$ cat config.mk
export PLATFORM = sky130hd
export DESIGN_NAME = env_gen_top
export DESIGN_NICKNAME = d
export VERILOG_FILES = /design/src/env_pkg.sv /design/src/env_rate_counter.sv /design/src/env_decode.sv /design/src/env_execute.sv /design/src/env_result.sv /design/src/env_gen_top.sv
export VERILOG_INCLUDE_DIRS = /design/src
export SDC_FILE = /design/constraint.sdc
export NUM_CORES = 1
export LEC_CHECK = 0
export BUFFER_PORTS_ARGS = -buffer_cell sky130_fd_sc_hd__clkbuf_2
export CAP_MARGIN = 0
export CORE_ASPECT_RATIO = 1.1
export CORE_MARGIN = 2
export CORE_UTILIZATION = 30
export DETAILED_ROUTE_END_ITERATION = 16
export HOLD_SLACK_MARGIN = 0.06
export SLEW_MARGIN = 20
export SYNTH_ARGS = -nofsm -noshare
export SYNTH_HDL_FRONTEND = slang
export SYNTH_SLANG_ARGS = --single-unit
$ cat constraint.sdc
create_clock -name clk -period 9.9 [get_ports clk]
set_input_delay 0.495 -clock clk [delete_from_list [all_inputs] [get_ports clk]]
set_output_delay 0.495 -clock clk [all_outputs]
set_load 0.1 [all_outputs]
$ cat src/env_defines.svh
/*
 * Fixed sizes for the 18-slot envelope bank.
 * Included by the package and by every module that sizes a port or a store.
 */
`ifndef ENV_DEFINES_SVH
`define ENV_DEFINES_SVH

// slot addressing
`define ENV_NUM_SLOTS 18    // operator slots per bank
`define ENV_SLOT_W    5     // enough for 0..17

// attenuation
`define ENV_LEVEL_W   9     // 0 = loudest
`define ENV_SILENCE   511   // full attenuation

// register fields
`define ENV_RATE_W    4     // ar, dr, rr and sl
`define ENV_TL_W      6     // total level, 0.75 dB steps

// rate generation
`define ENV_COUNT_W   15    // shared sample counter
`define ENV_STEP_W    4     // per-sample step, up to 8

`endif

$ cat src/env_pkg.sv
/*
 * Types shared by the envelope stages: state and command encodings
 * and the records handed from decode to execute and from execute to result.
 */
`include "env_defines.svh"

package env_pkg;

    // one-hot so the per-slot state store decodes cheaply
    typedef enum logic [3:0] {
        ST_ATTACK  = 4'b0001,
        ST_DECAY   = 4'b0010,
        ST_SUSTAIN = 4'b0100,
        ST_RELEASE = 4'b1000
    } env_state_e;

    typedef enum logic [1:0] {
        CMD_NONE    = 2'd0,
        CMD_KEY_ON  = 2'd1,
        CMD_KEY_OFF = 2'd2
    } env_cmd_e;

    typedef struct packed {
        logic [`ENV_RATE_W-1:0] ar;     // attack rate
        logic [`ENV_RATE_W-1:0] dr;     // decay rate
        logic [`ENV_RATE_W-1:0] sl;     // sustain level, compared to level >> 4
        logic [`ENV_RATE_W-1:0] rr;     // release rate
        logic [`ENV_TL_W-1:0]   tl;     // total level
        logic                   egt;    // 1 = hold in sustain
    } env_regs_t;

    typedef struct packed {
        logic [`ENV_STEP_W-1:0] attack;
        logic [`ENV_STEP_W-1:0] decay;
        logic [`ENV_STEP_W-1:0] release_;  // release is a keyword
    } env_steps_t;

    typedef struct packed {
        logic [`ENV_SLOT_W-1:0] slot;
        env_cmd_e               cmd;
        env_regs_t              regs;
        env_steps_t             steps;
    } env_req_t;

    typedef struct packed {
        logic [`ENV_SLOT_W-1:0]  slot;
        logic [`ENV_LEVEL_W-1:0] level;    // updated envelope level
        logic [`ENV_TL_W-1:0]    tl;       // carried on to the result stage
    } env_lvl_t;

endpackage

$ cat src/env_rate_counter.sv
/*
 * Sample counter shared by all slots plus rate to step conversion.
 * Advances once per round; slow rates only step when the counter hits a boundary.
 */
`include "env_defines.svh"

module env_rate_counter (
    input  logic                   clk,
    input  logic                   arst_n,
    input  logic                   adv,     // one pulse per round
    input  logic [`ENV_RATE_W-1:0] ar,
    input  logic [`ENV_RATE_W-1:0] dr,
    input  logic [`ENV_RATE_W-1:0] rr,
    output env_pkg::env_steps_t    steps
);

    logic [`ENV_COUNT_W-1:0] count;

    always_ff @(posedge clk or negedge arst_n) begin
        if (!arst_n) begin
            count <= '0;
        end else if (adv) begin
            count <= count + 1'b1;     // wraps freely
        end
    end

    // step for one rate against the current count
    function automatic logic [`ENV_STEP_W-1:0] rate_to_step(
        input logic [`ENV_RATE_W-1:0]  r,
        input logic [`ENV_COUNT_W-1:0] cnt
    );
        logic [`ENV_COUNT_W-1:0] mask;
        logic [`ENV_STEP_W-1:0]  step;
        mask = {`ENV_COUNT_W{1'b1}} >> (r + 3);   // low (12 - r) bits set
        if (r == '0) begin
            step = '0;                            // rate 0 never moves
        end else if (r >= 4'd12) begin
            step = 4'b0001 << r[1:0];             // r[1:0] is r - 12 here
        end else if ((cnt & mask) == '0) begin
            step = 4'd1;                          // counter boundary reached
        end else begin
            step = '0;
        end
        return step;
    endfunction

    always_comb begin
        steps.attack   = rate_to_step(ar, count);
        steps.decay    = rate_to_step(dr, count);
        steps.release_ = rate_to_step(rr, count);
    end

endmodule

$ cat src/env_decode.sv
/*
 * First stage. Captures the slot strobe, turns the key pulses into one command
 * and attaches the attack, decay and release steps for this round.
 * Output record is valid one cycle after sample_en.
 */
`include "env_defines.svh"

module env_decode (
    input  logic                   clk,
    input  logic                   arst_n,
    input  logic                   sample_en,   // one slot per strobe
    input  logic                   key_on,      // pulse, only with sample_en
    input  logic                   key_off,     // pulse, only with sample_en
    input  logic [`ENV_SLOT_W-1:0] slot,
    input  env_pkg::env_regs_t     regs,
    output logic                   req_valid,
    output env_pkg::env_req_t      req
);

    env_pkg::env_cmd_e   cmd;
    env_pkg::env_steps_t steps;
    logic                adv;

    // last slot of the round bumps the counter at the same edge it is sampled
    assign adv = sample_en && (slot == `ENV_SLOT_W'(`ENV_NUM_SLOTS - 1));

    env_rate_counter rate_counter_i (
        .clk    (clk),
        .arst_n (arst_n),
        .adv    (adv),
        .ar     (regs.ar),
        .dr     (regs.dr),
        .rr     (regs.rr),
        .steps  (steps)
    );

    // key_on has priority when both arrive together
    always_comb begin
        if (key_on) begin
            cmd = env_pkg::CMD_KEY_ON;
        end else if (key_off) begin
            cmd = env_pkg::CMD_KEY_OFF;
        end else begin
            cmd = env_pkg::CMD_NONE;
        end
    end

    always_ff @(posedge clk or negedge arst_n) begin
        if (!arst_n) begin
            req_valid <= 1'b0;
        end else begin
            req_valid <= sample_en;
        end
    end

    // payload only loads on a strobe
    always_ff @(posedge clk) begin
        if (sample_en) begin
            req.slot  <= slot;
            req.cmd   <= cmd;
            req.regs  <= regs;
            req.steps <= steps;   // counter value before this edge
        end
    end

endmodule

$ cat src/env_execute.sv
/*
 * Second stage. Holds state and level per slot, runs the ADSR machine
 * and writes the updated level back in the same cycle it is forwarded.
 * Store is read combinationally by req.slot and written at the next edge.
 */
`include "env_defines.svh"

module env_execute (
    input  logic              clk,
    input  logic              arst_n,
    input  logic              req_valid,
    input  env_pkg::env_req_t req,
    output logic              lvl_valid,
    output env_pkg::env_lvl_t lvl
);

    env_pkg::env_state_e     state_mem [`ENV_NUM_SLOTS];
    logic [`ENV_LEVEL_W-1:0] level_mem [`ENV_NUM_SLOTS];

    env_pkg::env_state_e     cur_state;
    env_pkg::env_state_e     nxt_state;
    logic [`ENV_LEVEL_W-1:0] cur_level;
    logic [`ENV_LEVEL_W-1:0] nxt_level;
    logic [`ENV_STEP_W-1:0]  step;
    logic [12:0]             att_prod;   // level * step, up to 511 * 8
    logic [12:0]             att_dec;    // amount removed in attack
    logic [`ENV_LEVEL_W:0]   rise;       // one spare bit for the cap test

    assign cur_state = state_mem[req.slot];
    assign cur_level = level_mem[req.slot];

    // next state from stored state and key command
    always_comb begin
        case (req.cmd)
            env_pkg::CMD_KEY_ON:  nxt_state = env_pkg::ST_ATTACK;
            env_pkg::CMD_KEY_OFF: nxt_state = env_pkg::ST_RELEASE;
            default: begin
                case (cur_state)
                    env_pkg::ST_ATTACK:
                        nxt_state = (cur_level == '0) ? env_pkg::ST_DECAY
                                                      : env_pkg::ST_ATTACK;
                    env_pkg::ST_DECAY:
                        nxt_state = ((cur_level >> 4) >= req.regs.sl) ? env_pkg::ST_SUSTAIN
                                                                      : env_pkg::ST_DECAY;
                    env_pkg::ST_SUSTAIN:
                        nxt_state = req.regs.egt ? env_pkg::ST_SUSTAIN
                                                 : env_pkg::ST_RELEASE;
                    default:
                        nxt_state = env_pkg::ST_RELEASE;   // release is terminal
                endcase
            end
        endcase
    end

    // step follows the new state
    always_comb begin
        case (nxt_state)
            env_pkg::ST_ATTACK:  step = req.steps.attack;
            env_pkg::ST_DECAY:   step = req.steps.decay;
            env_pkg::ST_RELEASE: step = req.steps.release_;
            default:             step = '0;   // sustain holds
        endcase
    end

    // level arithmetic
    always_comb begin
        att_prod  = 13'(cur_level) * 13'(step);
        att_dec   = (att_prod >> 3) + 13'd1;
        rise      = {1'b0, cur_level} + (`ENV_LEVEL_W + 1)'(step);
        nxt_level = cur_level;
        case (nxt_state)
            env_pkg::ST_ATTACK: begin
                if (step != '0 && cur_level != '0) begin
                    if (att_dec >= 13'(cur_level)) begin
                        nxt_level = '0;                           // floor
                    end else begin
                        nxt_level = cur_level - `ENV_LEVEL_W'(att_dec);
                    end
                end
            end
            env_pkg::ST_DECAY, env_pkg::ST_RELEASE: begin
                if (rise > (`ENV_LEVEL_W + 1)'(`ENV_SILENCE)) begin
                    nxt_level = `ENV_LEVEL_W'(`ENV_SILENCE);      // cap
                end else begin
                    nxt_level = rise[`ENV_LEVEL_W-1:0];
                end
            end
            default: nxt_level = cur_level;
        endcase
    end

    // per-slot store, back to silent release on reset
    always_ff @(posedge clk or negedge arst_n) begin
        if (!arst_n) begin
            for (int i = 0; i < `ENV_NUM_SLOTS; i++) begin
                state_mem[i] <= env_pkg::ST_RELEASE;
                level_mem[i] <= `ENV_LEVEL_W'(`ENV_SILENCE);
            end
        end else if (req_valid) begin
            state_mem[req.slot] <= nxt_state;
            level_mem[req.slot] <= nxt_level;
        end
    end

    always_ff @(posedge clk or negedge arst_n) begin
        if (!arst_n) begin
            lvl_valid <= 1'b0;
        end else begin
            lvl_valid <= req_valid;
        end
    end

    always_ff @(posedge clk) begin
        if (req_valid) begin
            lvl.slot  <= req.slot;
            lvl.level <= nxt_level;   // same value that was written back
            lvl.tl    <= req.regs.tl;
        end
    end

endmodule

$ cat src/env_result.sv
/*
 * Last stage. Adds total-level attenuation to the envelope level,
 * clamps at silence and registers the output strobe with its slot.
 */
`include "env_defines.svh"

module env_result (
    input  logic                    clk,
    input  logic                    arst_n,
    input  logic                    lvl_valid,
    input  env_pkg::env_lvl_t       lvl,
    output logic                    out_valid,
    output logic [`ENV_SLOT_W-1:0]  out_slot,
    output logic [`ENV_LEVEL_W-1:0] env_out
);

    logic [`ENV_LEVEL_W:0]   sum;       // 511 + 4 * 63 fits in 10 bits
    logic [`ENV_LEVEL_W-1:0] clamped;

    always_comb begin
        sum = {1'b0, lvl.level} + ((`ENV_LEVEL_W + 1)'(lvl.tl) << 2);   // tl in 0.75 dB
        if (sum > (`ENV_LEVEL_W + 1)'(`ENV_SILENCE)) begin
            clamped = `ENV_LEVEL_W'(`ENV_SILENCE);
        end else begin
            clamped = sum[`ENV_LEVEL_W-1:0];
        end
    end

    always_ff @(posedge clk or negedge arst_n) begin
        if (!arst_n) begin
            out_valid <= 1'b0;
        end else begin
            out_valid <= lvl_valid;
        end
    end

    // slot and value only move with a strobe
    always_ff @(posedge clk) begin
        if (lvl_valid) begin
            out_slot <= lvl.slot;
            env_out  <= clamped;
        end
    end

endmodule

$ cat src/env_gen_top.sv
/*
 * Envelope generator for an 18-slot operator bank.
 * Three registered stages: decode, execute, result.
 * A sample_en strobe comes out as out_valid three cycles later, same slot.
 */
`include "env_defines.svh"

module env_gen_top (
    input  logic                    clk,
    input  logic                    arst_n,
    input  logic                    sample_en,
    input  logic                    key_on,
    input  logic                    key_off,
    input  logic [`ENV_SLOT_W-1:0]  slot,
    input  env_pkg::env_regs_t      regs,
    output logic                    out_valid,
    output logic [`ENV_SLOT_W-1:0]  out_slot,
    output logic [`ENV_LEVEL_W-1:0] env_out
);

    logic              req_valid;
    env_pkg::env_req_t req;
    logic              lvl_valid;
    env_pkg::env_lvl_t lvl;

    env_decode decode_i (
        .clk       (clk),
        .arst_n    (arst_n),
        .sample_en (sample_en),
        .key_on    (key_on),
        .key_off   (key_off),
        .slot      (slot),
        .regs      (regs),
        .req_valid (req_valid),
        .req       (req)
    );

    env_execute execute_i (
        .clk       (clk),
        .arst_n    (arst_n),
        .req_valid (req_valid),
        .req       (req),
        .lvl_valid (lvl_valid),
        .lvl       (lvl)
    );

    env_result result_i (
        .clk       (clk),
        .arst_n    (arst_n),
        .lvl_valid (lvl_valid),
        .lvl       (lvl),
        .out_valid (out_valid),
        .out_slot  (out_slot),
        .env_out   (env_out)
    );

endmodule

# [After elaboration in Yosys (flattened, before gate mapping)]
# Index checks and enable logic that the tools add are counted.
[totals] wordCells=132 inputBits=33 out_inout_bits=15 ff_bits=316
[classes] order_cmp=9 n_shift=6 add_sub_neg=8 n_reduce_logical=13 eq_ne=9 n_mul=1 bitwise_logic=4 mux=29
[ops] cell="bitwise mux 162 bit" n=1
[ops] cell="bitwise mux 72 bit" n=1
[ops] cell="2-to-1 mux 9 bit" n=6
[ops] cell="bitwise AND 15 bit" n=3
[ops] cell="binary-select mux 9 bit (select 5 bit)" n=1
[ops] cell="demux 9 bit (select 5 bit)" n=1
[ops] cell="zero test 15 bit" n=3
[ops] cell=">> shifter 15 x 5 -> 15 bit, first input constant" n=3
[ops] cell="2-to-1 mux 4 bit" n=7
[ops] cell="case mux 4 bit (3 select lines)" n=2
[ops] cell="binary-select mux 4 bit (select 5 bit)" n=1
[ops] cell="demux 4 bit (select 5 bit)" n=1
[ops] cell="greater-than comparator 10 x 9 -> 1 bit, second input constant" n=2
[ops] cell="case mux 9 bit (2 select lines)" n=1
[ops] cell="adder 15 x 1 -> 15 bit, second input constant" n=1
[ops] cell="adder 4 x 2 -> 5 bit, second input constant" n=3
[ops] cell=">= comparator 13 x 9 -> 1 bit" n=1
[ops] cell="multiplier 9 x 4 -> 13 bit" n=1
[ops] cell=">= comparator 4 bit, second input constant" n=3
[ops] cell="zero test 4 bit" n=3
[ops] cell="<< shifter 1 x 2 -> 4 bit, first input constant" n=3
[ops] cell="adder 10 x 1 -> 11 bit, second input constant" n=1
[ops] cell="adder 9 x 4 -> 10 bit" n=1
[ops] cell="adder 9 x 8 -> 10 bit" n=1
[ops] cell="other kinds (21)" n=28

# [Longest topological paths before layout]
# Gate-level depths: netlist of the first run.
[logic_depth] depth_word=17 mapped_depth=47 depth_no_buf=40

# [Cells and area by module]
# A second synthesis of the first run with hierarchy kept.
[hier_totals] cells_unflattened=1685 hier_area_um2=17598.1
[modules_own_cells] module="env_execute" cells_per_inst=1472 seq_area_each_um2=6706.4 instances=1 area_each_um2=14647.8
[modules_own_cells] module="env_decode" cells_per_inst=46 seq_area_each_um2=1286.2 instances=1 area_each_um2=1311.3
[modules_own_cells] module="env_rate_counter" cells_per_inst=112 seq_area_each_um2=275.3 instances=1 area_each_um2=883.3
[modules_own_cells] module="env_result" cells_per_inst=55 seq_area_each_um2=445.4 instances=1 area_each_um2=755.7

# [Worst setup path before layout of the first run]
# No wires, ideal clock.
[synth_path] path_type="register -> register" startpoint="register, netlist name decode_i.req[37]" endpoint="register execute_i.level_mem[0] (netlist bit)" required_time_ns=9.827 path_stages_with_launch=42 t_arrival_ns=8.722 n_path_buf=6 synth_period_minus_slack_ns=8.795 setup_ns=0.073 slack_ns=1.105 path_cell_list="edfxtp_1 buf_6 buf_6 buf_6 buf_4 mux2_2 a21oi_1 o211a_1 clkinv_1 ha_1 a21o_1 a21oi_1 nor4b_1 a32oi_2 nor2b_1 a211oi_4 inv_2 ha_1 [... 6 more ...] a21oi_1 nor2_1 or3_1 or2_2 and4_1 buf_2 and2_1 nand3_1 xnor2_1 ha_1 a21oi_1 o211ai_1 a41o_1 or4_1 a21oi_1 mux2i_4 buf_6 a21oi_1"
[synth_via] elab_chain_cells=17 word_cells_on_any_way=40 cone_classes="3 x add/sub; 1 x mul; 5 x order compare; 6 x eq/ne; 18 x mux; 1 x bitwise; 6 x reduce/logical"
[synth_rtl] element="inverter 5 -> 6 bit (implied by the code) *" line="env_execute.sv:29, env_execute.sv:30, env_execute.sv:101"
[synth_rtl] element="binary-select mux 9 bit (select 5 bit)" line="env_execute.sv:30" text="assign cur_level = level_mem[req.slot];"
[synth_rtl] element="2-to-1 mux 9 bit (implied by the code) (2 in a row)" line="env_execute.sv:30"
[synth_rtl] element=">= comparator 5 x 4 -> 1 bit or zero test 9 bit (tied branches)" line="env_execute.sv:43, env_execute.sv:40"
[synth_rtl] element="2-to-1 mux 3 bit or 2-to-1 mux 2 bit (tied branches)" line="env_execute.sv:43, env_execute.sv:40"
[synth_rtl] element="case mux 4 bit (3 select lines)" line="env_execute.sv:38" text="case (cur_state)"
[synth_rtl] element="case mux 4 bit (2 select lines)" line="env_execute.sv:34" text="case (req.cmd)"
[synth_rtl] element="equality test 4 bit (tied with other cells)" line="env_execute.sv:57, env_execute.sv:71"
[synth_rtl] element="case mux 4 bit (3 select lines)" line="env_execute.sv:57" text="case (nxt_state)"
[synth_rtl] element="multiplier 9 x 4 -> 13 bit" line="env_execute.sv:67" text="att_prod = 13'(cur_level) * 13'(step);"
[synth_rtl] element="adder 10 x 1 -> 11 bit" line="env_execute.sv:68" text="att_dec = (att_prod >> 3) + 13'd1;"
[synth_rtl] element=">= comparator 13 x 9 -> 1 bit or subtractor 9 bit (tied branches)" line="env_execute.sv:74, env_execute.sv:77"
[synth_rtl] element="2-to-1 mux 9 bit" line="env_execute.sv:74" text="if (att_dec >= 13'(cur_level)) begin"
[synth_rtl] element="2-to-1 mux 9 bit" line="env_execute.sv:73" text="if (step != '0 && cur_level != '0) begin"
[synth_rtl] element="case mux 9 bit (2 select lines)" line="env_execute.sv:71" text="case (nxt_state)"
[synth_rtl] element="bitwise mux 162 bit *" line="env_execute.sv:101" text="level_mem[req.slot] <= nxt_level;"
[synth_rtl] element="to (signal, indexed assignment)" line="env_execute.sv:97" text="level_mem[i] <= `ENV_LEVEL_W'(`ENV_SILENCE);"
[synth_rtl] element="to (signal, indexed assignment)" line="env_execute.sv:101"
[synth_rtl] element="to (decl)" line="env_execute.sv:18" text="logic [`ENV_LEVEL_W-1:0] level_mem [`ENV_NUM_SLOTS];"
# Mark *: on every way between the ends. The rest lies on a longest branch, timed or not. The select of a mux whose other input is x is not followed.
# A chain may end at the register's enable or synchronous reset.

# [Worst setup path in the final report of the first run]
[layout_path] startpoint="register, netlist name decode_i.req[41]" endpoint="register execute_i.level_mem[9] (netlist bit)"
[layout_via] elab_chain_cells=17 word_cells_on_any_way=40 cone_classes="3 x add/sub; 1 x mul; 5 x order compare; 6 x eq/ne; 18 x mux; 1 x bitwise; 6 x reduce/logical"
[layout_rtl] element="inverter 5 -> 6 bit (implied by the code) *" line="env_execute.sv:29, env_execute.sv:30, env_execute.sv:101"
[layout_rtl] element="binary-select mux 9 bit (select 5 bit)" line="env_execute.sv:30"
[layout_rtl] element="2-to-1 mux 9 bit (implied by the code) (2 in a row)" line="env_execute.sv:30"
[layout_rtl] element=">= comparator 5 x 4 -> 1 bit or zero test 9 bit (tied branches)" line="env_execute.sv:43, env_execute.sv:40"
[layout_rtl] element="2-to-1 mux 3 bit or 2-to-1 mux 2 bit (tied branches)" line="env_execute.sv:43, env_execute.sv:40"
[layout_rtl] element="case mux 4 bit (3 select lines)" line="env_execute.sv:38"
[layout_rtl] element="case mux 4 bit (2 select lines)" line="env_execute.sv:34"
[layout_rtl] element="equality test 4 bit (tied with other cells)" line="env_execute.sv:57, env_execute.sv:71"
[layout_rtl] element="case mux 4 bit (3 select lines)" line="env_execute.sv:57"
[layout_rtl] element="multiplier 9 x 4 -> 13 bit" line="env_execute.sv:67"
[layout_rtl] element="adder 10 x 1 -> 11 bit" line="env_execute.sv:68"
[layout_rtl] element=">= comparator 13 x 9 -> 1 bit or subtractor 9 bit (tied branches)" line="env_execute.sv:74, env_execute.sv:77"
[layout_rtl] element="2-to-1 mux 9 bit" line="env_execute.sv:74"
[layout_rtl] element="2-to-1 mux 9 bit" line="env_execute.sv:73"
[layout_rtl] element="case mux 9 bit (2 select lines)" line="env_execute.sv:71"
[layout_rtl] element="bitwise mux 162 bit *" line="env_execute.sv:101"
# Marks and branches as above.

==> results.toml, run 1 <==
[detailed_routing]
dr.pass1.iters = 5
drtIter0Drc = 1339
drt.antenna.violating_nets = 0
wl_per_cell_um = 20.65
dr_total_vias = 15185
routed_via_density = 5.419
drc = 0
routed_wl_mm = 57.88

[layout]
final_common_cell = "nor2_1"
layout.nets = 2051
final_util_pct = 34.36
drive_gt1_share_pct = 22.30
final_cells = 2802
finalInstanceArea_um2 = 20950
syn_to_final_growth_pct = 13.57
num-fill-cells = 6103
insertedDiodeCount = 0
layout_common_cells = "258 x nor2_1, 210 x nand2_1, 208 x a21oi_1, 180 x dfstp_2, 102 x mux2i_1"

[worst_setup_path]
cpMaxStageDelayCell = "edfxtp_1"
cp_top_family = "compound AO/OA/AOI/OAI gates"
start_kind = "register"
path_class = "register to register"
cpPeakStageDelay_ps = 590
required_ps = 10380
crit_path_end_kind = "register"
cp_max_fo = 12
crit_buf_inv = 2
crit_arrival_ps = 9910

[grt]
grt_usage_pct = 18.08
grt_max_degree = 118
grt_antenna_before_repair = 0
grt.overflow.total = 0
grt_pass1_vias = 14926
grt_pass1_wl_mm = 89.20

[sta]
setup_viol = 0
period_minus_slack_ps = 9425
relSlewSlack_pct = 23.61
hold_viol_final = 0
slew_violations = 0
post-route-worst-setup-slack_ps = 474.9
timing.hold.ws_ps = 99.89
tns_ps = 0
worst_pin_slew_ps = 1145
rsz0062_at_grt = "no"
fin_skew_ps = 20.16
max_freq_ghz = 0.1061
post-route-period-util_pct = 95.20

[flow_run]
drv_cap = 0

[clock_tree]
cts_root_buf = "clkbuf_16"
insertion_delay_ps = 570
clk_pin_slew_ps = 60
tritoncts = "done"
cts_num_sinks = 312
cts_buffers = 36
htreeDepth = 2
clockBufferDepth = 3

[placed_design]
post-place-ws_ps = 284.1
dpl_cell_area_um2 = 19570
hpwl_mm = 39.73
placed_cells = 2731
port_buffers = 47
gp_congestion = 0.9162

[power]
vdd_drop_max_mv = 0.1041
p_int_mw = 3.309
clkPwrFrac_pct = 27.0
power.switching_mw = 1.887
switching_share_pct = 36.32
total_power_mw = 5.196
power_frac_comb_pct = 34.1
p_leak_nw = 8.515
pwr-share-seq_pct = 38.9
cellPowerDensity_nw_per_um2 = 248.0

[logic_synthesis]
async_flop_share_pct = 79.49
ys_seq_area_share_pct = 45.28
netlist_instances = 1920
synth_area_um2 = 18450
synth_flop_cell = "dfstp_2"
ys_seq_elements = 312
synth-edff-count = 64
yosysUniqueCellTypes = 101
yosysWarnings = 0
syn_area_per_cell_um2 = 9.608
synth_fp_nets = 2021

[floorplanning]
row_count = 95
die-area_um2 = 63490
initial_core_util_pct = 30.25
fp.dieH_um = 264.1
io_pins = 48
die_x_um = 240.4
core_area_um2 = 60980

[status]
status = "finished, final reports clean"

[hold_path]
min_path_type = "primary input to register"
-- layer usage --
layer / GRT usage, % / wire, µm / up-vias
met5: 0 / 0 / -
met2: 29.75 / 27490 / 623
met1: 23.02 / 23700 / 7552
li1: - / - / 6866
met4: 7.672 / 2489 / 0
met3: 3.563 / 4196 / 144
-- worst paths after layout --
check / start / slack [ps] / to / cells after the start
max: decode_i.req[41] / 470 / execute_i.level_mem[9] / 36
min: regs[2] / 100 / decode_i.req[14] / 1
max reg2reg: decode_i.req[41] / 470 / execute_i.level_mem[9] / 36
min reg2reg: decode_i.req[16] / 410 / execute_i.lvl[3] / 0
max in group asynchronous: arst_n / 7730 / execute_i.state_mem[68] / 3
min in group asynchronous: arst_n / 580 / decode_i.rate_counter_i.count[7] / 2
-- power by group through the flow --
stage	Sequential [mW]	Clock (mW)	Combinational (mW)
after floorplan	2.04	0	1.23
after global placement	2.03	0	1.68
after detailed placement	2.04	0	1.73
after CTS	2.02	1.42	1.73
after global routing	2.06	1.48	1.93
final	2.02	1.40	1.77
-- layout make-up --
cell class / instances / area [µm²] / area share (%)
clock inverter: 21 / 272.8 / 1.302
sequential: 312 / 8353 / 39.87
multi-input combinational: 1423 / 9274 / 44.27
timing repair buffer: 112 / 809.5 / 3.864
clock buffer: 45 / 964.7 / 4.605
tap: 824 / 1031 / 4.921
inverter: 65 / 245.2 / 1.171
-- synthesized netlist by cell type (14+ instances only) --
master,n,area share [%]
a21o_1,23,0.94
a21oi_1,209,5.7
buf_2,14,0.38
buf_6,18,1.1
clkbuf_1,75,1.5
dfrtp_1,68,9.2
dfstp_2,180,26
edfxtp_1,64,10
fa_1,17,1.8
ha_1,51,3.5
inv_1,56,1.1
mux2i_1,103,5.6
mux4_2,14,1.7
nand2_1,210,4.3
nand2b_1,19,0.64
nand3_1,37,1.0
nor2_1,258,5.2
nor2b_1,24,0.81
nor3_1,85,2.3
o21ai_0,80,2.2
o22ai_1,69,2.3
xnor2_1,25,1.2
-- worst register-to-register path, delay by kind of cell (launching register included) --
kind            cells  cell delay, ps
compound gates     13            3080
simple gates       13            3020
fa+ha+maj           5            1490
flops               1             590
xor+xnor            2             470
buf+inv             2             390
mux                 1             270
-- cell families after synthesis --
family / after synthesis / share of synthesized area (%)
multiplexers: 133 / 8.886
adder cells (fa/ha/maj): 68 / 5.304
AO/OA/AOI/OAI: 477 / 16.33
AND/OR/NAND/NOR: 710 / 17.63
flip-flops: 312 / 45.28
XOR/XNOR: 34 / 1.614
buffers and inverters: 186 / 4.951
-- state kept, by name, indices dropped and copies added, names as in the netlist --
signal and cells:
execute_i.lvl_valid 1, execute_i.state_mem 72, decode_i.req_valid 1, result_i.out_valid 1
result_i.env_out 9, execute_i.lvl 20, result_i.out_slot 5, decode_i.req 30
execute_i.level_mem 162, decode_i.rate_counter_i.count 11
-- what timing repair did --
action	4_1_cts	5_1_grt
resized for setup	0	10
hold buffers	1	0
setup endpoints to repair	0	163
hold endpoints to repair	32	0
buffers inserted	0	3
No activity file was read; power rests on OpenSTA's default activity.
==> run 2, diff against run 1 <==
Settings changed: PLACE_DENSITY set to 0.47, RECOVER_POWER set to 50, REMOVE_ABC_BUFFERS set to 1.
==> run 2 against run 1 <==
  * The run now ends with capacitance limit, slew limit left
  * Non-clock buffer count up 18
  * Largest cell class unchanged
  * Via count is 1.8% lower
  * Worst hold slack improved by 3.4 ps
  * Highest routed layer unchanged
  * Combinational power is 2% higher
  * Register-to-register slack better by 80 ps
  * Sequential share of layout area shrank 0.15 points
  * Sequential power is essentially flat
  * Global-route usage up 2.1 points
  * Core utilization increased by 0.13 points
  * Critical path depth rose by 4
  * Routed wire length increased by 11%
==> results.toml, run 2 (synthesis results as in run 1) <==
[status]
status = "finished, violations left"
violations = "capacitance limit, slew limit"

[clock_tree]
clk_pin_slew_ps = 60
cts_root_buf = "clkbuf_16"
tritoncts = "done"
htreeDepth = 2
cts_buffers = 38
cts_num_sinks = 312
clockBufferDepth = 3
insertion_delay_ps = 580

[power]
p_int_mw = 3.249
clkPwrFrac_pct = 25.7
pwr-share-seq_pct = 39.3
power_frac_comb_pct = 35.0
switching_share_pct = 37.16
cellPowerDensity_nw_per_um2 = 245.8
p_leak_nw = 8.536
power.switching_mw = 1.921
vdd_drop_max_mv = 0.1239

[sta]
fin_skew_ps = 36.41
tns_ps = 0
period_minus_slack_ps = 9344
max_freq_ghz = 0.1070
timing.hold.ws_ps = 103.3
relSlewSlack_pct = -368.7
hold_viol_final = 0
worst_pin_slew_ps = 7031
post-route-period-util_pct = 94.39
setup_viol = 0
slew_violations = 184

[worst_setup_path]
crit_top_cell = "a21oi_1"
required_ps = 10370
start_kind = "register"
path_class = "register to register"
crit_arrival_ps = 9810
cpPeakStageDelay_ps = 520
cp_max_fo = 20
cpMaxStageDelayCell = "a2111oi_2"
crit_path_end_kind = "register"
r2r_slack_ps = 560
r2r_cells = 40

[flow_run]
drv_cap = 3

[placed_design]
port_buffers = 47
gp_congestion = 0.9030
hpwl_mm = 43.80

[layout]
largest-register = "execute_i.level_mem"
layout_common_cells = "257 x nor2_1, 210 x nand2_1, 209 x a21oi_1, 180 x dfstp_2, 100 x mux2i_1"
reg_top3 = "execute_i.level_mem: 162 flops, execute_i.state_mem: 72 flops, decode_i.req: 30 flops"
largest_reg_flops = 162
layout.nets = 2070
drive_gt1_share_pct = 22.31
insertedDiodeCount = 0
final_common_cell = "nor2_1"
syn_to_final_growth_pct = 14.01
final_util_pct = 34.49
num-fill-cells = 6196

[grt]
grt_pass1_wl_mm = 96.25
grt_pass1_vias = 15077
grt.overflow.total = 0
grt_max_degree = 122
grt_antenna_before_repair = 0
grt_usage_pct = 20.16

[detailed_routing]
drtIter0Drc = 1083
wl_per_cell_um = 22.76
routed_wl_mm = 64.24
dr_total_vias = 14915
drc = 0
routed_via_density = 5.283
dr.pass1.iters = 6
drt.antenna.violating_nets = 0

[floorplanning]
initial_core_util_pct = 30.25
die_x_um = 240.4
fp.dieH_um = 264.1
core_area_um2 = 60980
io_pins = 48
row_count = 95
die-area_um2 = 63490

[hold_path]
min_path_cells = 1
min_path_type = "primary input to register"
[run 2: what timing repair did]
action                                  4_1_cts  5_1_grt
endpoints found under the setup margin        0      158
buffers inserted                              0        8
hold buffers                                  0        0
gates resized for setup                       0       25
[run 2: area by class of cell]
cell class	instances	area [µm²]	area share, %
clock buffer	56	1070	5.087
timing repair buffer	130	925.9	4.403
sequential	312	8353	39.72
tap	824	1031	4.902
clock inverter	14	91.34	0.4343
inverter	65	245.2	1.166
multi-input combinational	1422	9314	44.29
[run 2: path summary, 6_finish.rpt]
check / start / to
min: regs[1] / decode_i.req[13]
max in group asynchronous: arst_n / execute_i.state_mem[30]
max: decode_i.req[38] / execute_i.level_mem[154]
min in group asynchronous: arst_n / execute_i.state_mem[12]
min reg2reg: decode_i.req[18] / execute_i.lvl[5]
max reg2reg: decode_i.req[38] / execute_i.level_mem[154]
[run 2: metal layers]
| layer | global-route usage (%) | part of all wire (%) | vias up |
|---|---|---|---|
| met3 | 3.208 | 5.4 | 132 |
| met1 | 26.26 | 43 | 7387 |
| li1 | - | - | 6926 |
| met5 | 0 | 0 | - |
| met2 | 32.59 | 46 | 470 |
| met4 | 9.552 | 5.1 | 0 |
[run 2: metrics by stage]
stage	power, mW	cells	setup WS, ps	instance area, µm²
after floorplan	3.200	1799	-1567	17780
after global placement	3.788	2743	206.2	19660
after detailed placement	3.813	2743	177.9	19660
after CTS	5.156	2813	142.3	20820
after global routing	5.456	2823	-22.12	21030
final	5.170	2823	555.8	21030
[run 2: power groups by stage]
stage	combinational [mW]	sequential, mW	clock [mW]
2_1_floorplan	1.14	2.06	0
3_3_place_gp	1.75	2.04	0
3_5_place_dp	1.77	2.05	0
4_1_cts	1.77	2.03	1.36
5_1_grt	1.98	2.07	1.41
6_report	1.81	2.03	1.33
[run 2: critical path: cells and delay by family (launching register included)]
family / cells / cell delay (ps)
buffers and inverters: 5 / 1160
AO/OA/AOI/OAI: 14 / 3240
AND/OR/NAND/NOR: 12 / 1980
adder cells (fa/ha/maj): 6 / 1780
flip-flops: 1 / 370
multiplexers: 1 / 240
XOR/XNOR: 2 / 440
==> run 3, diff against run 2 <==
Settings changed: CELL_PAD_IN_SITES_DETAIL_PLACEMENT set to 1, CELL_PAD_IN_SITES_GLOBAL_PLACEMENT set to 1, PLACE_DENSITY 0.47 to 0.58.
Clock period 9.9 ns to 8.3 ns, I/O delays scaled along.
==> run 3 against run 2 <==
  * The run ends with capacitance limit, slew limit, setup timing left
  * Clock skew decreased by 13 ps
  * Core utilization increased by 6.7 points
  * Sequential power increased by 20%
  * Setup slack got worse by 830 ps
  * Clock power increased by 29%
  * Sequential share of layout area decreased by 6.5 points
  * Largest power group is now combinational cells
==> results.toml, run 3 (synthesis results as in run 1) <==
[worst_setup_path]
cp_max_fo = 4
crit_arrival_ps = 8880
required_ps = 8600
path_class = "register to register"
cpPeakStageDelay_ps = 560
crit_top_cell = "buf_4"
cpMaxStageDelayCell = "or4b_4"
start_kind = "register"
crit_path_end_kind = "register"

[sta]
hold_viol_final = 0
tns_ps = -28380
setup_viol = 170
rsz0062_at_grt = "yes"
period_minus_slack_ps = 8577
fin_skew_ps = 23.24
slew_violations = 105
post-route-worst-setup-slack_ps = -277.4
max_freq_ghz = 0.1166
relSlewSlack_pct = -177.8
worst_pin_slew_ps = 4168
post-route-period-util_pct = 103.3

[detailed_routing]
dr_total_vias = 16697
highest_layer = "met4"
routed_via_density = 5.409
drtIter0Drc = 859
drt.antenna.violating_nets = 0
routed_wl_mm = 75.41
wl_met2_mm = 36.97
drc = 0
dr_wl_met3_mm = 2.937
dr.pass1.iters = 5
wl_per_cell_um = 24.43
wl_met1_mm = 31.77

[floorplanning]
fp.dieH_um = 264.1
initial_core_util_pct = 30.25
die_x_um = 240.4
core_area_um2 = 60980
io_pins = 48
die-area_um2 = 63490
row_count = 95

[layout]
syn_to_final_growth_pct = 36.29
layout.nets = 2335
drive_gt1_share_pct = 42.51
insertedDiodeCount = 0
final_util_pct = 41.23
reg_top3 = "execute_i.level_mem: 162 flops, execute_i.state_mem: 72 flops, decode_i.req: 30 flops"
layout_common_cells = "264 x buf_4, 248 x nor2_1, 207 x nand2_1, 180 x dfstp_2, 145 x a21oi_2"
final_common_cell = "buf_4"
largest-register = "execute_i.level_mem"
final_cells = 3087
largest_reg_flops = 162

[power]
total_power_mw = 7.406
pwr-share-seq_pct = 32.8
switching_share_pct = 37.18
p_int_mw = 4.652
p_leak_nw = 10.17
power.switching_mw = 2.754
cellPowerDensity_nw_per_um2 = 294.6
clkPwrFrac_pct = 23.2
vdd_drop_max_mv = 0.1448
power_frac_comb_pct = 44.1

[clock_tree]
tritoncts = "done"
insertion_delay_ps = 570
cts_root_buf = "clkbuf_16"
cts_buffers = 39
clk_pin_slew_ps = 60
htreeDepth = 2
clockBufferDepth = 3
cts_num_sinks = 312

[flow_run]
drv_cap = 2

[placed_design]
post-place-ws_ps = -862.4
gp_congestion = 0.8702
placed_cells = 2902
port_buffers = 47
hpwl_mm = 49.42

[grt]
grt_antenna_before_repair = 0
grt_pass1_vias = 17870
grt_pass1_wl_mm = 112.9
grt_max_degree = 72
grt_usage_pct = 23.53
grt.overflow.total = 0

[hold_path]
min_path_type = "primary input to register"

[status]
violations = "capacitance limit, slew limit, setup timing"
status = "finished, violations left"
[run 3: worst max-delay path, delay by kind of cell (launching register included)]
family,cells,cell delay (ps)
compound gates,10,1390
simple gates,12,2190
fa+ha+maj,5,1670
flops,1,530
buf+inv,13,1700
xor+xnor,2,340
mux,1,460
[run 3: worst paths after layout]
kind,slack (ps),cells after the start,startpoint,to
min in group asynchronous,1870,2,arst_n,execute_i.state_mem[50]
worst max-delay path,-280,43,decode_i.req[40],execute_i.lvl[12]
worst min register to register,420,0,decode_i.req[16],execute_i.lvl[3]
worst max register to register,-280,43,decode_i.req[40],execute_i.lvl[12]
worst min-delay path,130,1,slot[0],decode_i.req[37]
max in group asynchronous,3150,4,arst_n,execute_i.state_mem[38]
[run 3: per-stage QoR]
stage | hold WS (ps) | area [µm²]
final | 131.9 | 25140
after detailed placement | 405.7 | 20940
after CTS | 71.55 | 24170
after floorplan | 119.4 | 17780
after global routing | 129.7 | 25140
after global placement | 401.0 | 20930
[run 3: layout make-up]
type / count / area (µm²)
Multi-Input combinational cell: 1428 / 10930
Tap cell: 824 / 1031
Clock buffer: 59 / 1122
Inverter: 65 / 259.0
Clock inverter: 11 / 140.1
Timing Repair Buffer: 388 / 3304
Fill cell: 6765 / 35840
Sequential cell: 312 / 8353
[run 3: power by group through the flow]
stage / combinational (mW) / sequential (mW) / clock, mW
floorplan: 1.36 / 2.45 / 0
finish: 3.26 / 2.43 / 1.72
CTS: 2.89 / 2.42 / 1.75
global placement: 2.43 / 2.42 / 0
detailed placement: 2.50 / 2.44 / 0
global route: 3.47 / 2.47 / 1.82
[run 3: per-layer routing]
layer,vias up,GRT usage [%]
met5,-,0
met4,0,11.23
met3,169,3.208
li1,7435,-
met1,8683,30.07
met2,410,39.10
[run 3: what timing repair did]
| action | CTS | global route |
|---|---|---|
| pin swaps | 80 | 40 |
| hold buffers | 13 | 0 |
| gates cloned | 10 | 3 |
| buffers inserted | 80 | 17 |
| hold endpoints to repair | 44 | 0 |
| setup endpoints to repair | 171 | 171 |
| gates resized for setup | 210 | 197 |
